## config.mk

```make
export PLATFORM = sky130hd
export DESIGN_NAME = p2r_top
export DESIGN_NICKNAME = d
export VERILOG_FILES = /design/src/hw/p2r_pkg.sv /design/src/hw/p2r_apb_regs.sv /design/src/hw/p2r_ctrl.sv /design/src/hw/p2r_exec.sv /design/src/hw/p2r_result.sv /design/src/hw/p2r_top.sv
export SDC_FILE = /design/constraint.sdc
export NUM_CORES = 1
export LEC_CHECK = 0
export ABC_AREA = 1
export ABC_CLOCK_PERIOD_IN_PS = 2800
export BUFFER_PORTS_ARGS = -buffer_cell sky130_fd_sc_hd__buf_4
export CAP_MARGIN = 40
export CORE_MARGIN = 1.5
export CORE_UTILIZATION = 50
export DETAILED_ROUTE_END_ITERATION = 8
export PLACE_DENSITY = 0.77
export SLEW_MARGIN = 10
export SYNTH_ARGS = -nofsm -noshare
export SYNTH_HDL_FRONTEND = slang
export SYNTH_SLANG_ARGS = --single-unit
```

## constraint.sdc

```tcl
create_clock -name clk -period 2.8 [get_ports clk]
set_input_delay 0.56 -clock clk [delete_from_list [all_inputs] [get_ports clk]]
set_output_delay 0.56 -clock clk [all_outputs]
set_load 0.01 [all_outputs]
```

## src/hw/p2r_pkg.sv

```systemverilog
package p2r_pkg;

    // ----------------------------------------
    // field widths
    // ----------------------------------------
    localparam int COEFF_W = 24;
    localparam int T1_W    = 10;
    localparam int T0_W    = 13;
    localparam int ADDR_W  = 16;

    typedef logic [COEFF_W-1:0] coeff_t;
    typedef logic [T1_W-1:0]    t1_t;
    typedef logic [T0_W-1:0]    t0_t;
    typedef logic [ADDR_W-1:0]  addr_t;
    // lane b in the upper half
    typedef logic [2*T0_W-1:0]  sk_word_t;
    // oldest t1 in the lowest bits
    typedef logic [4*T1_W-1:0]  pk_word_t;

    typedef logic [7:0]  apb_addr_t;
    typedef logic [31:0] apb_data_t;

    // power2round constants
    localparam int     P2R_D = 13;
    localparam coeff_t P2R_Q = 24'd8380417;

    // ----------------------------------------
    // register map
    // ----------------------------------------
    localparam apb_addr_t REG_CTRL     = 8'h00;
    localparam apb_addr_t REG_STATUS   = 8'h04;
    localparam apb_addr_t REG_SRC_BASE = 8'h08;
    localparam apb_addr_t REG_SK_BASE  = 8'h0C;

    localparam int CTRL_START_BIT   = 0;
    localparam int CTRL_ZEROIZE_BIT = 1;
    localparam int STATUS_BUSY_BIT  = 0;
    localparam int STATUS_DONE_BIT  = 1;

    // state machines
    typedef enum logic [1:0] {RD_IDLE, RD_RUN, RD_DRAIN} rd_state_t;
    typedef enum logic [1:0] {PK_EMPTY, PK_HALF, PK_HOLD} pk_state_t;

endpackage

```

## src/hw/p2r_apb_regs.sv

```systemverilog
`timescale 1ns/100ps

module p2r_apb_regs (
    input  logic                clk,
    input  logic                reset_n,
    input  logic                psel,
    input  logic                penable,
    input  logic                pwrite,
    input  p2r_pkg::apb_addr_t  paddr,
    input  p2r_pkg::apb_data_t  pwdata,
    output p2r_pkg::apb_data_t  prdata,
    output logic                pready,
    output logic                pslverr,
    input  logic                busy,
    input  logic                finish,
    output logic                start,
    output logic                zeroize,
    output p2r_pkg::addr_t      src_base,
    output p2r_pkg::addr_t      sk_base
);

    logic access;
    logic wr_access;
    logic mapped;
    logic done;

    // no wait states
    assign pready = 1'b1;

    assign access    = psel && penable;
    assign wr_access = access && pwrite;

    assign mapped = (paddr == p2r_pkg::REG_CTRL) || (paddr == p2r_pkg::REG_STATUS) ||
                    (paddr == p2r_pkg::REG_SRC_BASE) || (paddr == p2r_pkg::REG_SK_BASE);

    assign pslverr = access && !mapped;

    // ----------------------------------------
    // control pulses
    // ----------------------------------------
    assign start   = wr_access && (paddr == p2r_pkg::REG_CTRL) &&
                     pwdata[p2r_pkg::CTRL_START_BIT];
    assign zeroize = wr_access && (paddr == p2r_pkg::REG_CTRL) &&
                     pwdata[p2r_pkg::CTRL_ZEROIZE_BIT];

    always_ff @(posedge clk or negedge reset_n) begin
        if (!reset_n) begin
            src_base <= '0;
            sk_base  <= '0;
            done     <= 1'b0;
        end else if (zeroize) begin
            src_base <= '0;
            sk_base  <= '0;
            done     <= 1'b0;
        end else begin
            if (wr_access && (paddr == p2r_pkg::REG_SRC_BASE)) begin
                src_base <= p2r_pkg::addr_t'(pwdata);
            end
            if (wr_access && (paddr == p2r_pkg::REG_SK_BASE)) begin
                sk_base <= p2r_pkg::addr_t'(pwdata);
            end
            // sticky until the next accepted start
            if (finish) begin
                done <= 1'b1;
            end else if (start && !busy) begin
                done <= 1'b0;
            end
        end
    end

    // read mux
    always_comb begin
        prdata = '0;
        case (paddr)
            p2r_pkg::REG_STATUS: begin
                prdata[p2r_pkg::STATUS_BUSY_BIT] = busy;
                prdata[p2r_pkg::STATUS_DONE_BIT] = done;
            end
            p2r_pkg::REG_SRC_BASE: prdata = p2r_pkg::apb_data_t'(src_base);
            p2r_pkg::REG_SK_BASE:  prdata = p2r_pkg::apb_data_t'(sk_base);
            default:               prdata = '0;
        endcase
    end

endmodule

```

## src/hw/p2r_ctrl.sv

```systemverilog
`timescale 1ns/100ps

module p2r_ctrl #(
    parameter int DILITHIUM_K = 2,
    parameter int DILITHIUM_N = 16
) (
    input  logic            clk,
    input  logic            reset_n,
    input  logic            start,
    input  logic            zeroize,
    input  p2r_pkg::addr_t  src_base,
    input  p2r_pkg::addr_t  sk_base,
    input  logic            stall,
    output logic            src_rd_en,
    output p2r_pkg::addr_t  src_a_addr,
    output p2r_pkg::addr_t  src_b_addr,
    output logic            lane_valid,
    output p2r_pkg::addr_t  sk_wr_addr,
    output logic            last_pair,
    input  logic            pk_done,
    output logic            busy,
    output logic            finish
);

    localparam int NUM_PAIRS = DILITHIUM_K * DILITHIUM_N / 2;
    // offset of the last pair from src_base
    localparam p2r_pkg::addr_t LAST_OFS = p2r_pkg::addr_t'(2 * (NUM_PAIRS - 1));

    p2r_pkg::rd_state_t state, state_nxt;

    p2r_pkg::addr_t rd_addr;
    p2r_pkg::addr_t rd_addr_dly;
    p2r_pkg::addr_t issue_addr;
    p2r_pkg::addr_t sk_addr;
    logic           last_rd;
    logic           issue_last;
    logic           rd_en_q;
    logic           last_q1;
    logic           valid_q2;
    logic           last_q2;

    assign last_rd    = (rd_addr == src_base + LAST_OFS);
    assign issue_last = (issue_addr == src_base + LAST_OFS);

    // ----------------------------------------
    // read FSM
    // ----------------------------------------
    always_comb begin
        state_nxt = state;
        finish    = 1'b0;
        case (state)
            p2r_pkg::RD_IDLE: begin
                if (start) begin
                    state_nxt = p2r_pkg::RD_RUN;
                end
            end
            p2r_pkg::RD_RUN: begin
                if (!stall && last_rd) begin
                    state_nxt = p2r_pkg::RD_DRAIN;
                end
            end
            p2r_pkg::RD_DRAIN: begin
                // last pk word has gone out
                if (pk_done) begin
                    state_nxt = p2r_pkg::RD_IDLE;
                    finish    = 1'b1;
                end
            end
            default: state_nxt = p2r_pkg::RD_IDLE;
        endcase
    end

    assign busy = (state != p2r_pkg::RD_IDLE);

    // a stalled cycle repeats the previous issue so memory data lines up again
    assign src_rd_en  = (state == p2r_pkg::RD_RUN) || (stall && rd_en_q);
    assign issue_addr = stall ? rd_addr_dly : rd_addr;
    assign src_a_addr = issue_addr;
    assign src_b_addr = issue_addr + p2r_pkg::addr_t'(1);

    always_ff @(posedge clk or negedge reset_n) begin
        if (!reset_n) begin
            state       <= p2r_pkg::RD_IDLE;
            rd_addr     <= '0;
            rd_addr_dly <= '0;
            sk_addr     <= '0;
            rd_en_q     <= 1'b0;
            last_q1     <= 1'b0;
            valid_q2    <= 1'b0;
            last_q2     <= 1'b0;
        end else if (zeroize) begin
            state       <= p2r_pkg::RD_IDLE;
            rd_addr     <= '0;
            rd_addr_dly <= '0;
            sk_addr     <= '0;
            rd_en_q     <= 1'b0;
            last_q1     <= 1'b0;
            valid_q2    <= 1'b0;
            last_q2     <= 1'b0;
        end else begin
            state       <= state_nxt;
            rd_addr_dly <= issue_addr;

            if ((state == p2r_pkg::RD_IDLE) && start) begin
                rd_addr <= src_base;
                sk_addr <= sk_base;
            end else begin
                if ((state == p2r_pkg::RD_RUN) && !stall && !last_rd) begin
                    rd_addr <= rd_addr + p2r_pkg::addr_t'(2);
                end
                if (valid_q2 && !stall) begin
                    sk_addr <= sk_addr + p2r_pkg::addr_t'(1);
                end
            end

            // memory stage
            rd_en_q <= src_rd_en;
            last_q1 <= src_rd_en && issue_last;

            // lane stage, frozen like the lane registers
            if (!stall) begin
                valid_q2 <= rd_en_q;
                last_q2  <= last_q1;
            end
        end
    end

    assign lane_valid = rd_en_q;
    assign last_pair  = last_q2;
    assign sk_wr_addr = sk_addr;

    a_rd_addr_in_range: assert property (@(posedge clk) disable iff (!reset_n || zeroize)
        src_rd_en |-> (p2r_pkg::addr_t'(issue_addr - src_base) <= LAST_OFS));

endmodule

```

## src/hw/p2r_exec.sv

```systemverilog
`timescale 1ns/100ps

module p2r_exec (
    input  logic             clk,
    input  logic             reset_n,
    input  logic             zeroize,
    input  logic             in_valid,
    input  logic             stall,
    input  p2r_pkg::coeff_t  coeff,
    output logic             out_valid,
    output p2r_pkg::t1_t     t1,
    output p2r_pkg::t0_t     t0
);

    // 2^(d-1) and its predecessor
    localparam p2r_pkg::coeff_t HALF    = p2r_pkg::coeff_t'(1) << (p2r_pkg::P2R_D - 1);
    localparam p2r_pkg::coeff_t HALF_M1 = HALF - p2r_pkg::coeff_t'(1);

    logic [p2r_pkg::COEFF_W:0] rounded;
    p2r_pkg::coeff_t           low_diff;
    p2r_pkg::t1_t              t1_nxt;
    p2r_pkg::t0_t              t0_nxt;

    // t1 = (r + 2^(d-1) - 1) >> d, t0 = 2^(d-1) - (r - t1 * 2^d)
    always_comb begin
        rounded  = {1'b0, coeff} + {1'b0, HALF_M1};
        t1_nxt   = p2r_pkg::t1_t'(rounded >> p2r_pkg::P2R_D);
        low_diff = coeff - (p2r_pkg::coeff_t'(t1_nxt) << p2r_pkg::P2R_D);
        t0_nxt   = p2r_pkg::t0_t'(HALF - low_diff);
    end

    always_ff @(posedge clk or negedge reset_n) begin
        if (!reset_n) begin
            out_valid <= 1'b0;
        end else if (zeroize) begin
            out_valid <= 1'b0;
        end else if (!stall) begin
            out_valid <= in_valid;
        end
    end

    // t0 is secret material, cleared on zeroize
    always_ff @(posedge clk) begin
        if (zeroize) begin
            t1 <= '0;
            t0 <= '0;
        end else if (in_valid && !stall) begin
            t1 <= t1_nxt;
            t0 <= t0_nxt;
        end
    end

    a_coeff_below_q: assert property (@(posedge clk) disable iff (!reset_n || zeroize)
        (in_valid && !stall) |-> (coeff < p2r_pkg::P2R_Q));

endmodule

```

## src/hw/p2r_result.sv

```systemverilog
`timescale 1ns/100ps

module p2r_result (
    input  logic                clk,
    input  logic                reset_n,
    input  logic                zeroize,
    input  logic                pair_valid,
    input  logic                last_pair,
    input  p2r_pkg::addr_t      sk_addr,
    input  p2r_pkg::t1_t        t1_a,
    input  p2r_pkg::t1_t        t1_b,
    input  p2r_pkg::t0_t        t0_a,
    input  p2r_pkg::t0_t        t0_b,
    input  logic                pk_ready,
    output logic                sk_wr_en,
    output p2r_pkg::addr_t      sk_wr_addr,
    output p2r_pkg::sk_word_t   sk_wr_data,
    output logic                pk_wr_en,
    output p2r_pkg::addr_t      pk_wr_addr,
    output p2r_pkg::pk_word_t   pk_wr_data,
    output logic                stall,
    output logic                pk_done
);

    p2r_pkg::pk_state_t state;

    logic [2*p2r_pkg::T1_W-1:0] pk_lo;
    p2r_pkg::pk_word_t          pk_word;
    p2r_pkg::addr_t             pk_idx;
    logic                       pk_last;
    logic                       take;
    logic                       transfer;

    // ----------------------------------------
    // sk words
    // ----------------------------------------
    assign sk_wr_en   = pair_valid && !stall;
    assign sk_wr_addr = sk_addr;
    assign sk_wr_data = {t0_b, t0_a};

    // ----------------------------------------
    // pk packing
    // ----------------------------------------
    assign pk_wr_en   = (state == p2r_pkg::PK_HOLD);
    assign pk_wr_data = pk_word;
    assign pk_wr_addr = pk_idx;
    assign stall      = pk_wr_en && !pk_ready;
    assign take       = pair_valid && !stall;
    assign transfer   = pk_wr_en && pk_ready;

    always_ff @(posedge clk or negedge reset_n) begin
        if (!reset_n) begin
            state   <= p2r_pkg::PK_EMPTY;
            pk_idx  <= '0;
            pk_last <= 1'b0;
            pk_done <= 1'b0;
        end else if (zeroize) begin
            state   <= p2r_pkg::PK_EMPTY;
            pk_idx  <= '0;
            pk_last <= 1'b0;
            pk_done <= 1'b0;
        end else begin
            pk_done <= transfer && pk_last;
            // index restarts after the final word of a run
            if (transfer) begin
                pk_idx <= pk_last ? '0 : pk_idx + p2r_pkg::addr_t'(1);
            end
            case (state)
                p2r_pkg::PK_EMPTY: begin
                    if (take) begin
                        state <= p2r_pkg::PK_HALF;
                    end
                end
                p2r_pkg::PK_HALF: begin
                    if (take) begin
                        state   <= p2r_pkg::PK_HOLD;
                        pk_last <= last_pair;
                    end
                end
                p2r_pkg::PK_HOLD: begin
                    if (transfer) begin
                        state <= take ? p2r_pkg::PK_HALF : p2r_pkg::PK_EMPTY;
                    end
                end
                default: state <= p2r_pkg::PK_EMPTY;
            endcase
        end
    end

    // first pair waits in pk_lo, second completes the word
    always_ff @(posedge clk) begin
        if (take) begin
            if (state == p2r_pkg::PK_HALF) begin
                pk_word <= {t1_b, t1_a, pk_lo};
            end else begin
                pk_lo <= {t1_b, t1_a};
            end
        end
    end

    a_pk_data_stable: assert property (@(posedge clk) disable iff (!reset_n || zeroize)
        (pk_wr_en && !pk_ready) |=> (pk_wr_en && $stable(pk_wr_data)));

endmodule

```

## src/hw/p2r_top.sv

```systemverilog
`timescale 1ns/100ps

module p2r_top #(
    parameter int DILITHIUM_K = 2,
    parameter int DILITHIUM_N = 16
) (
    input  logic                clk,
    input  logic                reset_n,
    // APB slave
    input  logic                psel,
    input  logic                penable,
    input  logic                pwrite,
    input  p2r_pkg::apb_addr_t  paddr,
    input  p2r_pkg::apb_data_t  pwdata,
    output p2r_pkg::apb_data_t  prdata,
    output logic                pready,
    output logic                pslverr,
    // source memory
    output logic                src_rd_en,
    output p2r_pkg::addr_t      src_a_addr,
    output p2r_pkg::addr_t      src_b_addr,
    input  p2r_pkg::coeff_t     src_a_data,
    input  p2r_pkg::coeff_t     src_b_data,
    // secret-key memory
    output logic                sk_wr_en,
    output p2r_pkg::addr_t      sk_wr_addr,
    output p2r_pkg::sk_word_t   sk_wr_data,
    // public-key port
    output logic                pk_wr_en,
    output p2r_pkg::addr_t      pk_wr_addr,
    output p2r_pkg::pk_word_t   pk_wr_data,
    input  logic                pk_ready
);

    logic            start;
    logic            zeroize;
    logic            busy;
    logic            finish;
    p2r_pkg::addr_t  src_base;
    p2r_pkg::addr_t  sk_base;
    logic            stall;
    logic            lane_valid;
    p2r_pkg::addr_t  sk_addr;
    logic            last_pair;
    logic            pk_done;
    logic            pair_valid;
    p2r_pkg::t1_t    t1_a;
    p2r_pkg::t1_t    t1_b;
    p2r_pkg::t0_t    t0_a;
    p2r_pkg::t0_t    t0_b;

    p2r_apb_regs i_apb_regs (
        .clk      (clk),
        .reset_n  (reset_n),
        .psel     (psel),
        .penable  (penable),
        .pwrite   (pwrite),
        .paddr    (paddr),
        .pwdata   (pwdata),
        .prdata   (prdata),
        .pready   (pready),
        .pslverr  (pslverr),
        .busy     (busy),
        .finish   (finish),
        .start    (start),
        .zeroize  (zeroize),
        .src_base (src_base),
        .sk_base  (sk_base)
    );

    p2r_ctrl #(
        .DILITHIUM_K (DILITHIUM_K),
        .DILITHIUM_N (DILITHIUM_N)
    ) i_ctrl (
        .clk        (clk),
        .reset_n    (reset_n),
        .start      (start),
        .zeroize    (zeroize),
        .src_base   (src_base),
        .sk_base    (sk_base),
        .stall      (stall),
        .src_rd_en  (src_rd_en),
        .src_a_addr (src_a_addr),
        .src_b_addr (src_b_addr),
        .lane_valid (lane_valid),
        .sk_wr_addr (sk_addr),
        .last_pair  (last_pair),
        .pk_done    (pk_done),
        .busy       (busy),
        .finish     (finish)
    );

    // ----------------------------------------
    // execute lanes
    // ----------------------------------------
    p2r_exec lane_a (
        .clk       (clk),
        .reset_n   (reset_n),
        .zeroize   (zeroize),
        .in_valid  (lane_valid),
        .stall     (stall),
        .coeff     (src_a_data),
        .out_valid (pair_valid),
        .t1        (t1_a),
        .t0        (t0_a)
    );

    // lanes run in lockstep so lane a's valid covers both
    p2r_exec lane_b (
        .clk       (clk),
        .reset_n   (reset_n),
        .zeroize   (zeroize),
        .in_valid  (lane_valid),
        .stall     (stall),
        .coeff     (src_b_data),
        .out_valid (),
        .t1        (t1_b),
        .t0        (t0_b)
    );

    p2r_result i_result (
        .clk        (clk),
        .reset_n    (reset_n),
        .zeroize    (zeroize),
        .pair_valid (pair_valid),
        .last_pair  (last_pair),
        .sk_addr    (sk_addr),
        .t1_a       (t1_a),
        .t1_b       (t1_b),
        .t0_a       (t0_a),
        .t0_b       (t0_b),
        .pk_ready   (pk_ready),
        .sk_wr_en   (sk_wr_en),
        .sk_wr_addr (sk_wr_addr),
        .sk_wr_data (sk_wr_data),
        .pk_wr_en   (pk_wr_en),
        .pk_wr_addr (pk_wr_addr),
        .pk_wr_data (pk_wr_data),
        .stall      (stall),
        .pk_done    (pk_done)
    );

endmodule

```

# Yosys cells after proc, flatten, opt, wreduce, memory -nomap -nowiden
# Index checks and enable logic that the tools add are counted.
[classes] add_sub_neg=11 n_mul=0 div_mod_pow=0 order_cmp=0 eq_ne=16 n_shift=0 muxes=43 n_bitwise=1 reduce_logical=46
[op_table] cell="$mux W16" count=15
[op_table] cell="$add A16 B1 Y16 const B" count=3
[op_table] cell="$add A23 B12 Y23 const B" count=2
[op_table] cell="$eq A16 B16 Y1" count=2
[op_table] cell="$pmux W14 S2" count=1
[op_table] cell="$sub A13 B1 Y13 const B" count=2
[op_table] cell="$sub A13 B13 Y13 const A" count=2
[op_table] cell="$logic_and A1 B1 Y1" count=20
[op_table] cell="$pmux W2 S3" count=3
[op_table] cell="$add A16 B2 Y16 const B" count=1
[op_table] cell="$add A16 B5 Y16 const B" count=1
[op_table] cell="$eq A8 B4 Y1 const B" count=2
[op_table] cell="$mux W1" count=16
[op_table] cell="$mux W2" count=8
[op_table] cell="$ne A3 B2 Y1 const B" count=4
[op_table] cell="$reduce_bool A2 Y1" count=6
[op_table] cell="$reduce_bool A3 Y1" count=3
[op_table] cell="$eq A8 B3 Y1 const B" count=1
[op_table] cell="$logic_not A8 Y1" count=1
[op_table] cell="$ne A3 B3 Y1 const B" count=2
[op_table] cell="$reduce_and A2 Y1" count=3
[op_table] cell="$reduce_and A3 Y1" count=2
[op_table] cell="$logic_not A1 Y1" count=5
[op_table] cell="$eq A2 B1 Y1 const B" count=2
[op_table] cell="other kinds (5)" count=10
[totals] ff_bits=213 latchBits=0 mem_bits_rw=0 romBits=0 input_bits=94 output_inout_bits=167 word_cells=138 memories=0

# Longest topological paths before layout
# Gate-level depths: netlist of run 1.
[depth] ltp_word=8 mapped_depth=19 ltp_nobuf=17

# Cells and area by module
# From an unflattened synthesis of run 1, not the netlist that was laid out.
[unflattened] hier_cells=1663 hier_area_um2=12699.7
[modules_own_cells] module="p2r_ctrl" instances=1 cells_per_inst=671 area_each_um2=4395.5 seq_area_each_um2=1351.3
[modules_own_cells] module="p2r_result" instances=1 cells_per_inst=273 area_each_um2=3321.9 seq_area_each_um2=2302.2
[modules_own_cells] module="p2r_exec" instances=2 cells_per_inst=247 area_each_um2=1575.3 seq_area_each_um2=485.5
[modules_own_cells] module="p2r_apb_regs" instances=1 cells_per_inst=225 area_each_um2=1831.8 seq_area_each_um2=825.8

# Worst setup path after synthesis of run 1
# OpenSTA, ideal clock, no wires.
[synth_timing] kind="input port to flip-flop" from="input pk_ready" to="register i_result.pk_last" setup_time_ns=0.116 t_arrival_ns=2.939 required_time_ns=2.684 path_slack_ns=-0.255 path_stages=7 n_path_buf=0 cell_sequence="inv_1 -> nand2_2 -> nand2_1 -> nor2_1 -> o21ai_0 -> nand2_1 -> inv_1"
[synth_between] elab_chain_len=6
[synth_rtl] element="from (decl)" line_no="p2r_top.sv:32" rtl="input logic pk_ready"
[synth_rtl] element="$logic_not A1 Y1" line_no="p2r_result.sv:47" rtl="assign stall = pk_wr_en && !pk_ready;"
[synth_rtl] element="$logic_and A1 B1 Y1" line_no="p2r_result.sv:47"
[synth_rtl] element="$logic_not A1 Y1" line_no="p2r_result.sv:48" rtl="assign take = pair_valid && !stall;"
[synth_rtl] element="$logic_and A1 B1 Y1"
[synth_rtl] element="$reduce_bool A2 Y1 (no line)"
[synth_rtl] element="$reduce_and A2 Y1 (no line)"
[synth_rtl] element="to (signal assigned)" line_no="p2r_result.sv:77" rtl="pk_last <= last_pair;"
[synth_rtl] element="to (decl)" line_no="p2r_result.sv:30" rtl="logic pk_last;"
# Every way passes these cells.
# A chain may end at the register's enable or synchronous reset.

# Worst setup path after layout of run 1
[layout_timing] from="register i_result.state[1]" to="output src_b_addr[12]"
[layout_between] elab_chain_len=4
[layout_rtl] element="from (decl)" line_no="p2r_result.sv:25" rtl="p2r_pkg::pk_state_t state;"
[layout_rtl] element="from (signal assigned)" line_no="p2r_result.sv:53" rtl="state <= p2r_pkg::PK_EMPTY;"
[layout_rtl] element="from (signal assigned)" line_no="p2r_result.sv:58" rtl="state <= p2r_pkg::PK_EMPTY;"
[layout_rtl] element="from (signal assigned)" line_no="p2r_result.sv:71" rtl="state <= p2r_pkg::PK_HALF;"
[layout_rtl] element="$eq A2 B2 Y1" line_no="p2r_result.sv:44" rtl="assign pk_wr_en = (state == p2r_pkg::PK_HOLD);"
[layout_rtl] element="$logic_and A1 B1 Y1" line_no="p2r_result.sv:47"
[layout_rtl] element="$mux W16" line_no="p2r_ctrl.sv:77" rtl="assign issue_addr = stall ? rd_addr_dly : rd_addr;"
[layout_rtl] element="$add A16 B1 Y16" line_no="p2r_ctrl.sv:79" rtl="assign src_b_addr = issue_addr + p2r_pkg::addr_t'(1);"
[layout_rtl] element="to (decl)" line_no="p2r_top.sv:21" rtl="output p2r_pkg::addr_t src_b_addr,"
# Every way passes these cells.

==> impl_metrics.json, run 1 <==
{
  "area_growth_pct": 27.1,
  "coreArea_mm2": 0.0227,
  "drt_first_pass_iters": 9,
  "grt_pass1_wl_mm": 53.3,
  "end_kind": "output pin",
  "initial_core_util": 0.511,
  "max_stage_delay_ns": 0.42,
  "max_freq_mhz": 320,
  "post_drt_wl_per_cell_um": 16.6,
  "synthAdderAreaFrac": 0.00755,
  "post-route-period-util": 1.12,
  "synth-xor-area-share": 0.0503,
  "clockBufferDepth": 3,
  "drv_cap": 0,
  "drive_gt1_frac": 0.225,
  "synth.area.mux_share": 0.00259,
  "hold_slack_ns": 0.103,
  "final_common_cell": "nand2_1",
  "synth_edf_count": 60,
  "yosys_warnings": 0,
  "cts_sinks": 213,
  "htree_num_levels": 1,
  "syn_inst": 1484,
  "irDropWorstVdd_v": 0.000545,
  "multiInputGateArea_mm2": 0.00515,
  "synth_top_family_by_area": "simple AND/OR/NAND/NOR gates",
  "yosys.area_share.simple": 0.252,
  "cts_hold_buf": 0,
  "grt_max_degree": 67,
  "skew_ns": 0.0175,
  "numCtsBuffers": 24,
  "rows": 55,
  "rsz0062_at_grt": "yes",
  "synth_area_per_cell_um2": 7.82,
  "final_max_slew_viol_count": 0,
  "clock_latency_ns": 0.52,
  "r2r-start": "i_apb_regs.src_base[1]",
  "gr-total-overflow": 0,
  "slew_headroom": 0.452,
  "synth_seq_cells": 213,
  "synth_compound_area_frac": 0.120,
  "place_hpwl_mm": 24.9,
  "crit_path_max_fanout": 5,
  "final_cell_mix": "nand2_1, buf_4, inv_1",
  "p_per_area_mw_per_mm2": 889,
  "chipWidth_um": 155,
  "crit_family": "simple AND/OR/NAND/NOR gates",
  "r2r_end": "i_ctrl.rd_addr[3]",
  "cts_tree": "yes",
  "nets": 1849,
  "cp_cell_sequence": "nand2_2 > nor2_4 > nand2_2 > o21ai_4 > ha_4 > inv_2 > nor2_4 > nand2_2 > inv_2 > nand4_1 > nor2_2 > buf_4 > xor2_1 > buf_4",
  "yosysTopAreaCellShare": 0.231,
  "yosysSeqAreaShare": 0.465,
  "leakage_nw": 7.36,
  "first_iter_violations": 806,
  "die_h_um": 155,
  "setup_ws_ns": -0.327,
  "path_clk_slew_ns": 0.06,
  "fillers": 1931,
  "hold_viol_final": 0,
  "cpMostUsedCell": "nand2_2",
  "synth_area_mm2": 0.0116,
  "synth_top_flop_cell": "dfrtp_1",
  "antenna_found_initial": 1,
  "synth_area_leaders": "dfrtp_1, edfxtp_1, nand2_1",
  "synthDistinctLibCells": 52,
  "cp-start-kind": "flip-flop",
  "track_usage": 0.276,
  "viasPerCell": 5.37,
  "cp_slowest_cell": "dfrtp_1",
  "grt_pass1_vias": 10500,
  "cp_num_buf_inv": 4,
  "crit_type": "flip-flop to output pin",
  "worst_pin_slew_ns": 0.820,
  "cts-root-buf": "clkbuf_16",
  "fin_crit_ns": 3.13,
  "r2r_cells": 14,
  "ant_nets": 0,
  "synthArstFlopShare": 0.502,
  "io_pins": 261,
  "setup_violations": 10,
  "drc": 0,
  "violations": "negative setup slack",
  "yosysTopAreaCell": "dfrtp_1",
  "required_ns": 2.24,
  "worstPathArrival_ns": 2.57,
  "gp_congestion": 0.886,
  "via_count": 11000,
  "die_area_mm2": 0.0241,
  "reg2reg_slack_ns": 0.25,
  "holdCritPathClass": "input pin to asynchronous set/reset pin",
  "portBuffers": 225,
  "outcome": "complete, but fails checks",
  "fin_tns_setup_ns": -1.90,
  "ff_latch_area_mm2": 0.00540,
  "drt-total-wl_mm": 34.1
}
## flip-flops by register name, indices dropped and copies added (netlist names), 10 cells and up
name,count
i_result.pk_lo,20
lane_b.t0,13
i_ctrl.rd_addr,16
lane_b.t1,10
lane_a.t1,10
i_result.pk_wr_addr,16
i_result.pk_wr_data,40
i_ctrl.rd_addr_dly,16
lane_a.t0,13
i_apb_regs.src_base,16
i_ctrl.sk_wr_addr,16
i_apb_regs.sk_base,16
## per-stage QoR
step | cells | worst slack (ns) | utilization | power, W | area, um^2
2_1_floorplan | 1499 | 0.175 | - | 0.00758 | 11700
3_3_place_gp | 1993 | -0.000927 | 0.606 | 0.00968 | 13800
3_5_place_dp | 1993 | -0.0197 | 0.606 | 0.00982 | 13800
4_1_cts | 2041 | -0.353 | 0.643 | 0.0130 | 14600
5_1_grt | 2052 | -0.474 | 0.650 | 0.0138 | 14800
6_report | 2052 | -0.327 | 0.650 | 0.0131 | 14800
## synthesized netlist by cell type, types with 4 or more instances
cell type	n
a21oi_1	36
o21bai_1	7
nor2_4	5
nand2_1	361
clkbuf_1	29
o31ai_1	4
a211oi_1	6
buf_2	11
o22ai_1	12
a22oi_1	5
nor2_2	7
inv_2	5
dfxtp_1	46
or2_2	9
buf_6	5
o21ai_1	10
xnor2_1	12
o211ai_1	17
buf_4	18
a31oi_1	7
o21ai_0	116
nor2_1	112
inv_1	209
ha_1	7
nand4_1	24
xor2_1	52
nand2_2	11
nor3_1	20
nand3_1	108
edfxtp_1	60
nor4_1	7
o21ai_2	6
dfrtp_1	107
## how the worst max path moves through the flow
stage	end	from	cells past startpoint	slack [ns]
final	src_b_addr[12]	i_result.state[1]	14	-0.33
after global routing	src_b_addr[14]	i_result.state[1]	14	-0.47
after CTS	src_b_addr[14]	i_result.state[0]	15	-0.35
after detailed placement	src_b_addr[14]	pk_ready	12	-0.02
after global placement	src_b_addr[15]	pk_ready	13	-0.0009
after floorplan	src_b_addr[14]	pk_ready	13	0.17
## where the power goes
part	leakage [nW]	switching [W]	total, W	internal [W]
logic	4.59	0.00280	0.00485	0.00204
clock network	0.388	0.00132	0.00314	0.00182
registers	2.38	0.000648	0.00513	0.00449
## per-layer routing
layer,up-vias,share of wire,GRT usage
met5,-,0,0
met4,0,0.026,0.0834
met3,73,0.095,0.0682
met2,483,0.47,0.455
met1,5143,0.41,0.360
li1,5319,-,-
## timing repair
action | in CTS | in global routing
pin swaps | 7 | 11
setup buffers | 6 | 10
gates cloned | 0 | 0
setup endpoints to repair | 12 | 16
resized for setup | 7 | 17
## kinds of logic after synthesis
logic type / Yosys count
flip-flops: 213
AO/OA/AOI/OAI: 238
multiplexers: 3
adder cells (fa/ha/maj): 7
buffers and inverters: 282
other: 2
XOR/XNOR: 65
AND/OR/NAND/NOR: 674
## final cells by class
type	count	share of cell area
Antenna cell	1	0.000170
Clock buffer	27	0.0428
Clock inverter	17	0.0106
Inverter	217	0.0552
Multi-Input combinational cell	1004	0.349
Sequential cell	213	0.366
Tap cell	285	0.0242
Timing Repair Buffer	288	0.152
## worst reg2reg max path: stages (launching register included)
cell and delay, ns:
dfrtp_1 0.53, inv_1 0.13, ha_1 0.27, nand2_2 0.20
nand2_1 0.11, o21ai_1 0.20, nand2_1 0.11, nand2_1 0.07
nand3_1 0.09, nor2_1 0.13, nand2_2 0.11, nand2_4 0.17
nand2_4 0.17, nand2_1 0.11, nand2_1 0.06
Power figures use the tool's default switching activity.
==> run 2, diff against run 1 <==
SKIP_LAST_GASP = 1   (was default)
==> run 2 against run 1 <==
Compared with the run above:
- the flow still finishes with violations (negative setup slack)
- sequential power about the same
- wire length up 0.15%
- register-to-register slack got worse by 0.02 ns
- first-iteration DRC count grew 1.1%
- final cell count hardly changed
- critical path depth stayed put
- sequential share of layout area unchanged
- clock skew is 0.0025 ns lower
- critical endpoint unchanged
- non-clock buffer count up 1
- sequential cell count unchanged
==> impl_metrics.json, run 2 (synthesis results as in run 1) <==
{
  "crit_path_max_fanout": 5,
  "drv_cap": 0,
  "drive_gt1_frac": 0.225,
  "htree_num_levels": 1,
  "leakage_nw": 7.36,
  "outcome": "complete, but fails checks",
  "via_count": 11000,
  "multiInputGateArea_mm2": 0.00515,
  "hold_slack_ns": 0.106,
  "nets": 1850,
  "worstPathArrival_ns": 2.58,
  "drt_first_pass_iters": 6,
  "crit_type": "flip-flop to output pin",
  "post-route-period-util": 1.12,
  "gr-total-overflow": 0,
  "p_clk_frac": 0.240,
  "track_usage": 0.276,
  "die_h_um": 155,
  "p_sw_w": 0.00478,
  "p_per_area_mw_per_mm2": 890,
  "drc": 0,
  "area_growth_pct": 27.1,
  "cts_sinks": 213,
  "fin_crit_ns": 3.14,
  "chipWidth_um": 155,
  "largest_reg_flops": 40,
  "holdCritPathClass": "input pin to asynchronous set/reset pin",
  "skew_ns": 0.0150,
  "setup_violations": 10,
  "place_hpwl_mm": 24.9,
  "p_seq_frac": 0.391,
  "ff_latch_area_mm2": 0.00540,
  "worst_pin_slew_ns": 0.838,
  "antenna_found_initial": 1,
  "finalPower_w": 0.0131,
  "io_pins": 261,
  "clock_latency_ns": 0.53,
  "post-place-ws_ns": -0.0197,
  "rsz0062_at_grt": "yes",
  "gp_congestion": 0.886,
  "required_ns": 2.24,
  "irDropWorstVdd_v": 0.000545,
  "ant_nets": 0,
  "drt-total-wl_mm": 34.2,
  "cp-start-kind": "flip-flop",
  "first_iter_violations": 815,
  "switching_share": 0.365,
  "grt_max_degree": 67,
  "hold_viol_final": 0,
  "coreArea_mm2": 0.0227,
  "initial_core_util": 0.511,
  "viasPerCell": 5.38,
  "path_clk_slew_ns": 0.06,
  "cts_tree": "yes",
  "p_int_w": 0.00834,
  "numCtsBuffers": 24,
  "final_max_slew_viol_count": 0,
  "setup_ws_ns": -0.336,
  "grt_pass1_wl_mm": 53.3,
  "portBuffers": 225,
  "slew_headroom": 0.441,
  "final_common_cell": "nand2_1",
  "die_area_mm2": 0.0241,
  "clockBufferDepth": 3,
  "violations": "negative setup slack",
  "cts-root-buf": "clkbuf_16",
  "max_freq_mhz": 319,
  "comb_power_share": 0.369,
  "grt_pass1_vias": 10500,
  "post_drt_wl_per_cell_um": 16.6,
  "cts_hold_buf": 0,
  "end_kind": "output pin",
  "final_cell_mix": "nand2_1, buf_4, inv_1",
  "fillers": 1926,
  "rows": 55
}
run 2: changes by cell type in the layout (fill, tap and decap cells not counted), sizes merged:
cell / delta
buf: +1
run 2: path summary, 6_finish.rpt:
check / startpoint / to / slack [ns] / depth (start not counted)
max in group asynchronous: reset_n / i_result.state[0] / 1.94 / 2
min in group clk: src_a_data[7] / lane_a.t0[7] / 0.34 / 3
min: reset_n / i_apb_regs.sk_base[10] / 0.11 / 1
min reg2reg: i_result.pk_lo[14] / i_result.pk_wr_data[14] / 0.42 / 0
max: i_result.state[1] / src_b_addr[12] / -0.34 / 14
max reg2reg: i_apb_regs.src_base[1] / i_ctrl.rd_addr[3] / 0.23 / 14
run 2: worst max-delay path: stages (launching register included):
cell and delay, ns:
dfrtp_1 0.42, nand2_2 0.10, nor2_4 0.20, nand2_2 0.10
o21ai_4 0.08, ha_4 0.15, inv_2 0.04, nor2_4 0.11
nand2_2 0.07, inv_2 0.08, nand4_1 0.15, nor2_2 0.17
buf_4 0.13, xor2_1 0.14, buf_4 0.14
run 2: repair_timing:
item / 4_1_cts / 5_1_grt
setup buffers: 6 / 11
endpoints found under the setup margin: 12 / 16
pin swaps: 7 / 11
gates resized for setup: 6 / 17
hold endpoints to repair: 0 / 0
run 2: power by group through the flow:
stage	clock network [W]	registers, W	logic, W
3_5_place_dp	0	0.00516	0.00466
2_1_floorplan	0	0.00529	0.00229
3_3_place_gp	0	0.00512	0.00457
6_report	0.00315	0.00513	0.00484
5_1_grt	0.00329	0.00525	0.00528
4_1_cts	0.00317	0.00512	0.00475
run 2: cell type report:
class	count	share of cell area
tap	285	0.0242
clock inverter	17	0.0106
inverter	217	0.0552
antenna	1	0.000170
multi-input combinational	1004	0.349
sequential	213	0.366
clock buffer	27	0.0428
timing repair buffer	289	0.152
run 2: metrics by stage:
stage | instance area (um^2) | setup TNS (ns) | cells | util
2_1_floorplan | 11700 | 0 | 1499 | -
3_3_place_gp | 13800 | -0.000927 | 1993 | 0.606
3_5_place_dp | 13800 | -0.0467 | 1993 | 0.606
4_1_cts | 14600 | -2.01 | 2041 | 0.643
5_1_grt | 14800 | -3.47 | 2053 | 0.650
6_report | 14800 | -1.92 | 2053 | 0.650
run 2: metal layers:
metal | up-vias | part of all wire | GRT usage
met5 | - | 0 | 0
met4 | 0 | 0.024 | 0.0834
met1 | 5182 | 0.40 | 0.360
li1 | 5318 | - | -
met3 | 58 | 0.097 | 0.0682
met2 | 486 | 0.48 | 0.455
